### config.mk
export PLATFORM = sky130hd
export DESIGN_NAME = qt_top
export DESIGN_NICKNAME = d
export VERILOG_FILES = /design/src/hw/qt_queue_pkg.sv /design/src/hw/qt_regs_pkg.sv /design/src/hw/qt_control_regs.sv /design/src/hw/qt_host_port.sv /design/src/hw/qt_queue_switcher.sv /design/src/hw/qt_queue_table.sv /design/src/hw/qt_top.sv
export SDC_FILE = /design/constraint.sdc
export NUM_CORES = 2
export LEC_CHECK = 0
export BUFFER_PORTS_ARGS = -buffer_cell sky130_fd_sc_hd__buf_4
export CAP_MARGIN = 10
export CORE_MARGIN = 4
export CORE_UTILIZATION = 45
export DETAILED_ROUTE_END_ITERATION = 10
export PLACE_DENSITY = 0.73
export SLEW_MARGIN = 20
export SYNTH_ARGS = -nofsm -noshare
export SYNTH_HDL_FRONTEND = slang
export SYNTH_SLANG_ARGS = --single-unit
### constraint.sdc
create_clock -name pcie_clk -period 6.7 [get_ports pcie_clk]
set_input_delay 0.67 -clock pcie_clk [delete_from_list [all_inputs] [get_ports pcie_clk]]
set_output_delay 0.67 -clock pcie_clk [all_outputs]
set_load 0.05 [all_outputs]
### src/hw/qt_queue_pkg.sv
package qt_queue_pkg;

    localparam int QUEUE_IDX_WIDTH = 4;
    localparam int QUEUE_DEPTH = 1 << QUEUE_IDX_WIDTH;

    // pointers and address halves are all one dword wide
    localparam int FIELD_WIDTH = 32;
    localparam int NUM_FIELDS = 4;

    typedef logic [QUEUE_IDX_WIDTH-1:0] queue_idx_t;

    // same layout as the host read data, tail in dword 0
    typedef struct packed {
        logic [FIELD_WIDTH-1:0] kmem_addr_hi;
        logic [FIELD_WIDTH-1:0] kmem_addr_lo;
        logic [FIELD_WIDTH-1:0] head;
        logic [FIELD_WIDTH-1:0] tail;
    } qt_entry_t;

    typedef enum logic [1:0] {
        FIELD_TAIL    = 2'd0,
        FIELD_HEAD    = 2'd1,
        FIELD_KMEM_LO = 2'd2,
        FIELD_KMEM_HI = 2'd3
    } qt_field_e;

    typedef logic [NUM_FIELDS-1:0] qt_field_we_t;

    typedef enum logic [2:0] {
        SW_IDLE,
        SW_BRAM_DELAY_1,
        SW_BRAM_DELAY_2,
        SW_SWITCH,
        SW_ACK_HOLD
    } switch_state_e;

    // host write as seen by the switcher
    typedef struct packed {
        logic         valid;
        queue_idx_t   page;
        qt_field_we_t we;
        qt_entry_t    data;
    } host_update_t;

endpackage

### src/hw/qt_regs_pkg.sv
package qt_regs_pkg;

    // host side, one 4 KiB page per queue
    localparam int PCIE_ADDR_WIDTH = 16;
    localparam int PAGE_LSB = 12;

    // only the first four dwords of a page carry queue state
    localparam int HOST_DATA_WIDTH = 128;
    localparam int HOST_BE_WIDTH = HOST_DATA_WIDTH / 8;
    localparam int DWORD_BYTES = 4;

    // status bus
    localparam int STATUS_ADDR_WIDTH = 8;

    // control register field widths
    localparam int NB_QUEUES_WIDTH = 5;
    localparam int RB_SIZE_WIDTH = 26;

    typedef struct packed {
        logic [NB_QUEUES_WIDTH-1:0] nb_queues;
        logic [RB_SIZE_WIDTH-1:0]   rb_size;
        logic                       disable_pcie;
    } control_reg_t;

    // anything else on the status bus reads as zero
    typedef enum logic [STATUS_ADDR_WIDTH-1:0] {
        STATUS_CONTROL = '0
    } status_addr_e;

endpackage

### src/hw/qt_control_regs.sv
`timescale 1ns/100ps

module qt_control_regs (
    input  logic                      pcie_clk,
    input  logic                      pcie_reset_n,
    input  qt_regs_pkg::status_addr_e status_addr,
    input  logic                      status_read,
    input  logic                      status_write,
    input  logic [31:0]               status_writedata,
    output logic [31:0]               status_readdata,
    output logic                      status_readdata_valid,
    output qt_regs_pkg::control_reg_t ctrl
);
    import qt_regs_pkg::*;

    logic ctrl_sel;

    assign ctrl_sel = (status_addr == STATUS_CONTROL);

    always_ff @(posedge pcie_clk) begin
        if (!pcie_reset_n) begin
            ctrl <= '0;
            status_readdata_valid <= 1'b0;
        end else begin
            status_readdata_valid <= status_read;
            if (status_write && ctrl_sel) begin
                ctrl <= control_reg_t'(status_writedata);
            end
        end
    end

    // a read in the same cycle as a write returns the old value
    always_ff @(posedge pcie_clk) begin
        if (status_read) begin
            status_readdata <= ctrl_sel ? ctrl : '0;
        end
    end

endmodule

### src/hw/qt_host_port.sv
`timescale 1ns/100ps

module qt_host_port (
    input  logic                                    pcie_clk,
    input  logic                                    pcie_reset_n,
    input  logic [qt_regs_pkg::PCIE_ADDR_WIDTH-1:0] pcie_address,
    input  logic                                    pcie_write,
    input  logic                                    pcie_read,
    input  logic [qt_regs_pkg::HOST_DATA_WIDTH-1:0] pcie_writedata,
    input  logic [qt_regs_pkg::HOST_BE_WIDTH-1:0]   pcie_byteenable,
    output qt_queue_pkg::qt_entry_t                 pcie_readdata,
    output logic                                    pcie_readdatavalid,
    output qt_queue_pkg::queue_idx_t                b_addr,
    output qt_queue_pkg::qt_field_we_t              b_we,
    output qt_queue_pkg::qt_entry_t                 b_wdata,
    output logic                                    b_rd,
    input  qt_queue_pkg::qt_entry_t                 b_rdata,
    output qt_queue_pkg::host_update_t              host_update
);
    import qt_regs_pkg::*;
    import qt_queue_pkg::*;

    queue_idx_t   page_idx;
    qt_field_we_t field_we;
    qt_entry_t    wr_entry;
    logic         rd_pending;
    queue_idx_t   rd_page;
    logic         rd_q1;
    logic         rd_q2;

    // page index starts at bit 12 of the host address
    assign page_idx = pcie_address[PAGE_LSB +: QUEUE_IDX_WIDTH];
    assign wr_entry = qt_entry_t'(pcie_writedata);

    // a field counts only with all four of its byte enables
    always_comb begin
        for (int f = 0; f < NUM_FIELDS; f++) begin
            field_we[f] = &pcie_byteenable[f*DWORD_BYTES +: DWORD_BYTES];
        end
    end

    // writes own port b, the pending read goes in the first free cycle
    always_comb begin
        b_we = '0;
        b_addr = rd_page;
        if (pcie_write) begin
            b_we = field_we;
            // tail lives in the switcher until the next queue switch
            b_we[FIELD_TAIL] = 1'b0;
            b_addr = page_idx;
        end
    end

    assign b_wdata = wr_entry;
    assign b_rd = rd_pending & ~pcie_write;

    assign host_update = '{valid: pcie_write, page: page_idx, we: field_we, data: wr_entry};

    always_ff @(posedge pcie_clk) begin
        if (!pcie_reset_n) begin
            rd_pending <= 1'b0;
            rd_q1 <= 1'b0;
            rd_q2 <= 1'b0;
            pcie_readdatavalid <= 1'b0;
        end else begin
            if (b_rd) begin
                rd_pending <= 1'b0;
            end
            if (pcie_read) begin
                rd_pending <= 1'b1;
            end
            // follow the read through the two table stages
            rd_q1 <= b_rd;
            rd_q2 <= rd_q1;
            pcie_readdatavalid <= rd_q2;
        end
    end

    always_ff @(posedge pcie_clk) begin
        if (pcie_read) begin
            rd_page <= page_idx;
        end
        if (rd_q2) begin
            pcie_readdata <= b_rdata;
        end
    end

endmodule

### src/hw/qt_queue_switcher.sv
`timescale 1ns/100ps

module qt_queue_switcher (
    input  logic                                pcie_clk,
    input  logic                                pcie_reset_n,
    input  qt_regs_pkg::control_reg_t           ctrl,
    input  qt_queue_pkg::host_update_t          host_update,
    input  logic                                switch_req,
    input  logic [qt_queue_pkg::FIELD_WIDTH-1:0] new_tail,
    output logic                                switch_ack,
    output qt_queue_pkg::queue_idx_t            active_id,
    output qt_queue_pkg::qt_entry_t             active,
    output qt_queue_pkg::queue_idx_t            a_addr,
    output qt_queue_pkg::qt_field_we_t          a_we,
    output qt_queue_pkg::qt_entry_t             a_wdata,
    output logic                                a_rd,
    input  qt_queue_pkg::qt_entry_t             a_rdata
);
    import qt_regs_pkg::*;
    import qt_queue_pkg::*;

    switch_state_e              state;
    queue_idx_t                 next_id;
    logic                       multi_queue;
    logic [NB_QUEUES_WIDTH-1:0] last_id;

    assign multi_queue = (ctrl.nb_queues > 1);
    assign last_id = ctrl.nb_queues - 1'b1;

    // round robin, pinned to queue 0 with a single queue
    assign next_id = (!multi_queue || {1'b0, active_id} >= last_id) ? '0 : active_id + 1'b1;

    always_ff @(posedge pcie_clk) begin
        if (!pcie_reset_n) begin
            state <= SW_IDLE;
            switch_ack <= 1'b0;
            active_id <= '0;
            active <= '0;
            a_we <= '0;
            a_rd <= 1'b0;
        end else begin
            a_rd <= 1'b0;
            a_we <= '0;

            // host writes to the active page go straight to the live copy
            if (host_update.valid && host_update.page == active_id) begin
                for (int f = 0; f < NUM_FIELDS; f++) begin
                    if (host_update.we[f]) begin
                        active[f*FIELD_WIDTH +: FIELD_WIDTH] <=
                            host_update.data[f*FIELD_WIDTH +: FIELD_WIDTH];
                    end
                end
            end

            case (state)
                SW_IDLE: begin
                    // fetch the next queue while keeping the finished tail
                    if (switch_req) begin
                        a_addr <= next_id;
                        a_rd <= 1'b1;
                        active.tail <= new_tail;
                        state <= SW_BRAM_DELAY_1;
                    end
                end
                SW_BRAM_DELAY_1: begin
                    state <= SW_BRAM_DELAY_2;
                end
                SW_BRAM_DELAY_2: begin
                    state <= SW_SWITCH;
                end
                SW_SWITCH: begin
                    // save the old tail, new queue and ack show up together
                    a_addr <= active_id;
                    a_we[FIELD_TAIL] <= 1'b1;
                    a_wdata <= '{tail: active.tail, default: '0};
                    if (multi_queue) begin
                        active.tail <= a_rdata.tail;
                    end
                    active.head <= a_rdata.head;
                    active.kmem_addr_lo <= a_rdata.kmem_addr_lo;
                    active.kmem_addr_hi <= a_rdata.kmem_addr_hi;
                    active_id <= next_id;
                    switch_ack <= 1'b1;
                    state <= SW_ACK_HOLD;
                end
                SW_ACK_HOLD: begin
                    if (!switch_req) begin
                        switch_ack <= 1'b0;
                        state <= SW_IDLE;
                    end
                end
                default: begin
                    state <= SW_IDLE;
                end
            endcase
        end
    end

endmodule

### src/hw/qt_queue_table.sv
`timescale 1ns/100ps

module qt_queue_table (
    input  logic                       pcie_clk,
    input  qt_queue_pkg::queue_idx_t   a_addr,
    input  qt_queue_pkg::queue_idx_t   b_addr,
    input  qt_queue_pkg::qt_field_we_t a_we,
    input  qt_queue_pkg::qt_field_we_t b_we,
    input  qt_queue_pkg::qt_entry_t    a_wdata,
    input  qt_queue_pkg::qt_entry_t    b_wdata,
    input  logic                       a_rd,
    input  logic                       b_rd,
    output qt_queue_pkg::qt_entry_t    a_rdata,
    output qt_queue_pkg::qt_entry_t    b_rdata
);
    import qt_queue_pkg::*;

    qt_entry_t mem [QUEUE_DEPTH] = '{default: '0};

    // two output stages per port
    qt_entry_t a_q1;
    qt_entry_t a_q2;
    qt_entry_t b_q1;
    qt_entry_t b_q2;

    always_ff @(posedge pcie_clk) begin
        // the ports are expected to own disjoint fields
        for (int f = 0; f < NUM_FIELDS; f++) begin
            if (a_we[f]) begin
                mem[a_addr][f*FIELD_WIDTH +: FIELD_WIDTH] <= a_wdata[f*FIELD_WIDTH +: FIELD_WIDTH];
            end
            if (b_we[f]) begin
                mem[b_addr][f*FIELD_WIDTH +: FIELD_WIDTH] <= b_wdata[f*FIELD_WIDTH +: FIELD_WIDTH];
            end
        end

        if (a_rd) begin
            a_q1 <= mem[a_addr];
        end
        if (b_rd) begin
            b_q1 <= mem[b_addr];
        end
        a_q2 <= a_q1;
        b_q2 <= b_q1;
    end

    assign a_rdata = a_q2;
    assign b_rdata = b_q2;

endmodule

### src/hw/qt_top.sv
`timescale 1ns/100ps

module qt_top (
    input  logic                                    pcie_clk,
    input  logic                                    pcie_reset_n,
    // host port
    input  logic [qt_regs_pkg::PCIE_ADDR_WIDTH-1:0] pcie_address,
    input  logic                                    pcie_write,
    input  logic                                    pcie_read,
    input  logic [qt_regs_pkg::HOST_DATA_WIDTH-1:0] pcie_writedata,
    input  logic [qt_regs_pkg::HOST_BE_WIDTH-1:0]   pcie_byteenable,
    output qt_queue_pkg::qt_entry_t                 pcie_readdata,
    output logic                                    pcie_readdatavalid,
    // status bus
    input  qt_regs_pkg::status_addr_e               status_addr,
    input  logic                                    status_read,
    input  logic                                    status_write,
    input  logic [31:0]                             status_writedata,
    output logic [31:0]                             status_readdata,
    output logic                                    status_readdata_valid,
    // dma engine side
    input  logic                                    switch_req,
    input  logic [qt_queue_pkg::FIELD_WIDTH-1:0]    new_tail,
    output logic                                    switch_ack,
    output qt_queue_pkg::queue_idx_t                active_id,
    output qt_queue_pkg::qt_entry_t                 active,
    output logic                                    disable_pcie,
    output logic [qt_regs_pkg::RB_SIZE_WIDTH-1:0]   rb_size
);
    import qt_regs_pkg::*;
    import qt_queue_pkg::*;

    control_reg_t ctrl;
    host_update_t host_update;
    queue_idx_t   a_addr;
    queue_idx_t   b_addr;
    qt_field_we_t a_we;
    qt_field_we_t b_we;
    qt_entry_t    a_wdata;
    qt_entry_t    b_wdata;
    qt_entry_t    a_rdata;
    qt_entry_t    b_rdata;
    logic         a_rd;
    logic         b_rd;

    assign disable_pcie = ctrl.disable_pcie;
    assign rb_size = ctrl.rb_size;

    qt_control_regs u_control_regs (
        .pcie_clk              (pcie_clk),
        .pcie_reset_n          (pcie_reset_n),
        .status_addr           (status_addr),
        .status_read           (status_read),
        .status_write          (status_write),
        .status_writedata      (status_writedata),
        .status_readdata       (status_readdata),
        .status_readdata_valid (status_readdata_valid),
        .ctrl                  (ctrl)
    );

    qt_queue_table u_queue_table (
        .pcie_clk (pcie_clk),
        .a_addr   (a_addr),
        .b_addr   (b_addr),
        .a_we     (a_we),
        .b_we     (b_we),
        .a_wdata  (a_wdata),
        .b_wdata  (b_wdata),
        .a_rd     (a_rd),
        .b_rd     (b_rd),
        .a_rdata  (a_rdata),
        .b_rdata  (b_rdata)
    );

    qt_host_port u_host_port (
        .pcie_clk           (pcie_clk),
        .pcie_reset_n       (pcie_reset_n),
        .pcie_address       (pcie_address),
        .pcie_write         (pcie_write),
        .pcie_read          (pcie_read),
        .pcie_writedata     (pcie_writedata),
        .pcie_byteenable    (pcie_byteenable),
        .pcie_readdata      (pcie_readdata),
        .pcie_readdatavalid (pcie_readdatavalid),
        .b_addr             (b_addr),
        .b_we               (b_we),
        .b_wdata            (b_wdata),
        .b_rd               (b_rd),
        .b_rdata            (b_rdata),
        .host_update        (host_update)
    );

    qt_queue_switcher u_queue_switcher (
        .pcie_clk     (pcie_clk),
        .pcie_reset_n (pcie_reset_n),
        .ctrl         (ctrl),
        .host_update  (host_update),
        .switch_req   (switch_req),
        .new_tail     (new_tail),
        .switch_ack   (switch_ack),
        .active_id    (active_id),
        .active       (active),
        .a_addr       (a_addr),
        .a_we         (a_we),
        .a_wdata      (a_wdata),
        .a_rd         (a_rd),
        .a_rdata      (a_rdata)
    );

endmodule

==> results.py <==
metrics = {
    "outcome": {
        "status": "finished, final reports clean",
    },
    "floorplanning": {
        "floorplan.initialDensity": 0.453,
        "dieArea_sq_um": 275000,
        "io_pins": 561,
        "die_x_um": 525,
        "core_area_sq_um": 265000,
        "rows": 189,
        "die_h_um": 525,
    },
    "sta": {
        "fin_ws_ns": 2.79,
        "max_freq_ghz": 0.256,
        "relSlewSlack": 0.193,
        "finalSetupViolCount": 0,
        "worst_pin_slew_ns": 1.21,
        "skew_ns": 0.0590,
        "rsz0062_at_grt": "no",
        "setup_tns_ns": 0,
        "period_needed_ns": 3.91,
        "hold_violations": 0,
        "finalCritPeriodShare": 0.584,
        "drv_slew": 0,
        "fin_hold_ws_ns": 0.0681,
    },
    "worst_setup_path": {
        "cp_common_cell": "buf_4",
        "cp-start-kind": "primary input",
        "cp.depth": 6,
        "criticalPathCategory": "primary input to flop",
        "reg2reg_depth": 4,
        "path_buf_inv": 3,
        "timing.rr.start": "u_host_port.rd_page[3]$_DFFE_PP_",
        "cpPeakStageDelay_ns": 0.87,
        "r2r_slack_ns": 2.95,
        "end_kind": "flop",
        "worst_ep_arrival_time_ns": 4.39,
        "critPathSlowestCell": "nor2_4",
        "rr_endpoint": "u_queue_table.mem[11][114]$_DFFE_PP_",
        "crit_required_ns": 7.18,
        "critPathLaunch": "pcie_address[15]",
        "crit_end": "u_queue_table.mem[11][114]$_DFFE_PP_",
        "path_max_fanout": 90,
        "crit_family": "simple AND/OR/NAND/NOR gates",
        "path_cells": "dlygate4sd3_1, buf_4, mux2_8, nand3_1, nor2_4, buf_4",
    },
    "layout": {
        "nets": 6794,
        "multi_input_area_sq_um": 34600,
        "layout_common_cells": "2,504 x edfxtp_1, 1,152 x mux4_2, 667 x buf_4",
        "regArea_sq_um": 83800,
        "nFillCells": 20366,
        "final_layout_size_suffix_gt1_frac": 0.354,
        "design_area_sq_um": 139000,
        "area_growth_pct": 16.0,
        "layout_commonest_cell": "edfxtp_1",
    },
    "logic_synthesis": {
        "ys_seq_elements": 2935,
        "synth_top_area_share": 0.626,
        "postSynthAreaPerCell_sq_um": 20.0,
        "synth_fp_nets": 6241,
        "synth_enable_flop_cells": 2504,
        "synth_cell_types": 44,
        "ys.flop_type": "edfxtp_1",
        "ys_top_cells_by_area": "edfxtp_1 63%, mux4_2 22%, dfxtp_1 7.2%, nand2_1 1.2%, and2_1 0.85%",
        "synth_cells": 5995,
        "synth-async-reset-ratio": 0,
        "yosysSeqAreaShare": 0.698,
        "synthesis.area_sq_um": 120000,
        "synth_largest_area_cell": "edfxtp_1",
        "yosysWarnings": 0,
    },
    "clock_tree": {
        "h-tree-depth": 5,
        "clk_pin_slew_worst_paths_ns": 0.06,
        "cts_buffers": 313,
        "clkLatencyLatePin_ns": 0.88,
        "numClockSinks": 2935,
        "cts_buffer_depth": 4,
        "ctsRootBufferMaster": "clkbuf_16",
        "cts_tree": "yes",
    },
    "global_routing": {
        "grt_pass1_vias": 68242,
        "grt_max_degree": 149,
        "track_usage": 0.236,
        "grt_antenna_before_repair": 26,
        "grt_pass1_wl_um": 478000,
        "gr-total-overflow": 0,
    },
    "power": {
        "power_density_nw_per_um2": 295,
        "p_switching_mw": 9.11,
        "swShare": 0.222,
        "vdd_drop_max_mv": 0.203,
        "clockPowerShare": 0.433,
        "p_comb_frac": 0.074,
        "power.internal_mw": 31.9,
        "power_mw": 41.0,
        "leakagePower_nw": 44.7,
        "power_frac_seq": 0.493,
    },
    "placement": {
        "port_buffers": 548,
        "dpl_cell_area_sq_um": 128000,
        "dp_slack_ns": 2.30,
        "dp_hpwl_um": 179000,
        "gp_congestion": 0.818,
    },
    "routing": {
        "drc": 0,
        "final_antenna_net_count": 0,
        "drt_iter0_drc": 7644,
        "drt-pass1-iter-count": 8,
        "vias": 65804,
        "wire_per_inst_um": 31.9,
        "drt_wl_total_um": 330000,
        "routed_via_density": 6.36,
    },
    "run": {
        "maxCapViolations": 0,
    },
    "min_path": {
        "holdCritPathClass": "primary input to flop",
    },
}
## sequential cells by signal, indices dropped and copies added, names as in the netlist, 3 cells and up
register,count
u_queue_table.mem,2048
u_host_port.pcie_readdata,128
u_queue_switcher.active,128
u_queue_table.a_q1,128
u_queue_table.a_rdata,128
u_queue_table.b_q1,128
u_queue_table.b_rdata,128
u_control_regs.ctrl,32
u_control_regs.status_readdata,32
u_queue_switcher.a_wdata,32
u_host_port.rd_page,4
u_queue_switcher.a_addr,4
u_queue_switcher.active_id,4
u_queue_switcher.state,3
## how the worst min path moves through the flow
| stage | cells past startpoint | end | from |
|---|---|---|---|
| 2_1_floorplan | 0 | u_queue_table.a_rdata[0]$_DFF_P_ | u_queue_table.a_q1[0]$_DFFE_PP_ |
| 3_3_place_gp | 0 | u_queue_table.b_rdata[39]$_DFF_P_ | u_queue_table.b_q1[39]$_DFFE_PP_ |
| 3_5_place_dp | 0 | u_queue_table.a_rdata[71]$_DFF_P_ | u_queue_table.a_q1[71]$_DFFE_PP_ |
| 4_1_cts | 3 | u_control_regs.ctrl[29]$_SDFFE_PN0P_ | status_writedata[29] |
| 5_1_grt | 3 | u_control_regs.ctrl[15]$_SDFFE_PN0P_ | status_writedata[15] |
| 6_report | 3 | u_control_regs.ctrl[26]$_SDFFE_PN0P_ | status_writedata[26] |
## metal layers
| layer | wire length [um] | vias to the layer above | GRT usage |
|---|---|---|---|
| li1 | - | 26398 | - |
| met1 | 124000 | 34975 | 0.319 |
| met2 | 164000 | 3855 | 0.388 |
| met3 | 31600 | 564 | 0.0494 |
| met4 | 9630 | 12 | 0.0735 |
| met5 | 77 | - | 0 |
## area by class of cell
type,instances,share of cell area
multi-input combinational,2574,0.249
sequential,2935,0.602
timing repair buffer,718,0.0414
clock buffer,429,0.0633
tap,3533,0.0317
inverter,6,0.000216
clock inverter,143,0.0127
antenna,12,0.000216
## what timing repair did
action / in CTS / in global routing
buffers inserted: 0 / 0
endpoints found under the hold margin: 31 / 0
hold buffers: 28 / 0
resized for setup: 0 / 0
## through the flow
step,util,cells
2_1_floorplan,-,5995
3_3_place_gp,0.484,9735
3_5_place_dp,0.484,9735
4_1_cts,0.525,10335
5_1_grt,0.525,10344
6_report,0.525,10350
## tightest hold or removal path, delay by kind of cell
family	cells	cell delay, ns
buffers and inverters	1	0.11
AND/OR/NAND/NOR	1	0.06
AO/OA/AOI/OAI	1	0.06
## cells in the mapped netlist, drive strengths merged (7+ instances only)
cell type / count
edfxtp: 2504
mux4: 1152
dfxtp: 431
nand2: 375
clkbuf: 269
buf: 211
nor2: 206
and2: 164
a31oi: 132
a211oi: 129
a222oi: 96
nand3: 80
a21oi: 38
nor4: 34
o21ai: 34
a211o: 32
a41oi: 32
nor3: 9
xnor2: 8
and4: 7
ha: 7
## power by group through the flow
stage	combinational, mW	clock, mW	sequential, mW
finish	3.02	17.8	20.2
global route	3.22	18.9	20.3
CTS	3.05	18.0	20.2
floorplan	1.86	0	20.7
detailed placement	3.02	0	20.6
global placement	2.99	0	20.6
## logic make-up (layout without fill, tap and decap cells)
family	after synthesis	count (layout)	synth area share
adders and majority gates	7	7	0.000729
other	0	12	0
xor gates and xnor gates	8	8	0.000584
DFF	2935	2935	0.698
buffers and inverters	486	1296	0.0186
AOI/OAI and AO/OA	508	508	0.0316
and+or+nand+nor	892	892	0.0337
muxes	1159	1159	0.217
No activity file was read; power rests on OpenSTA's default activity.
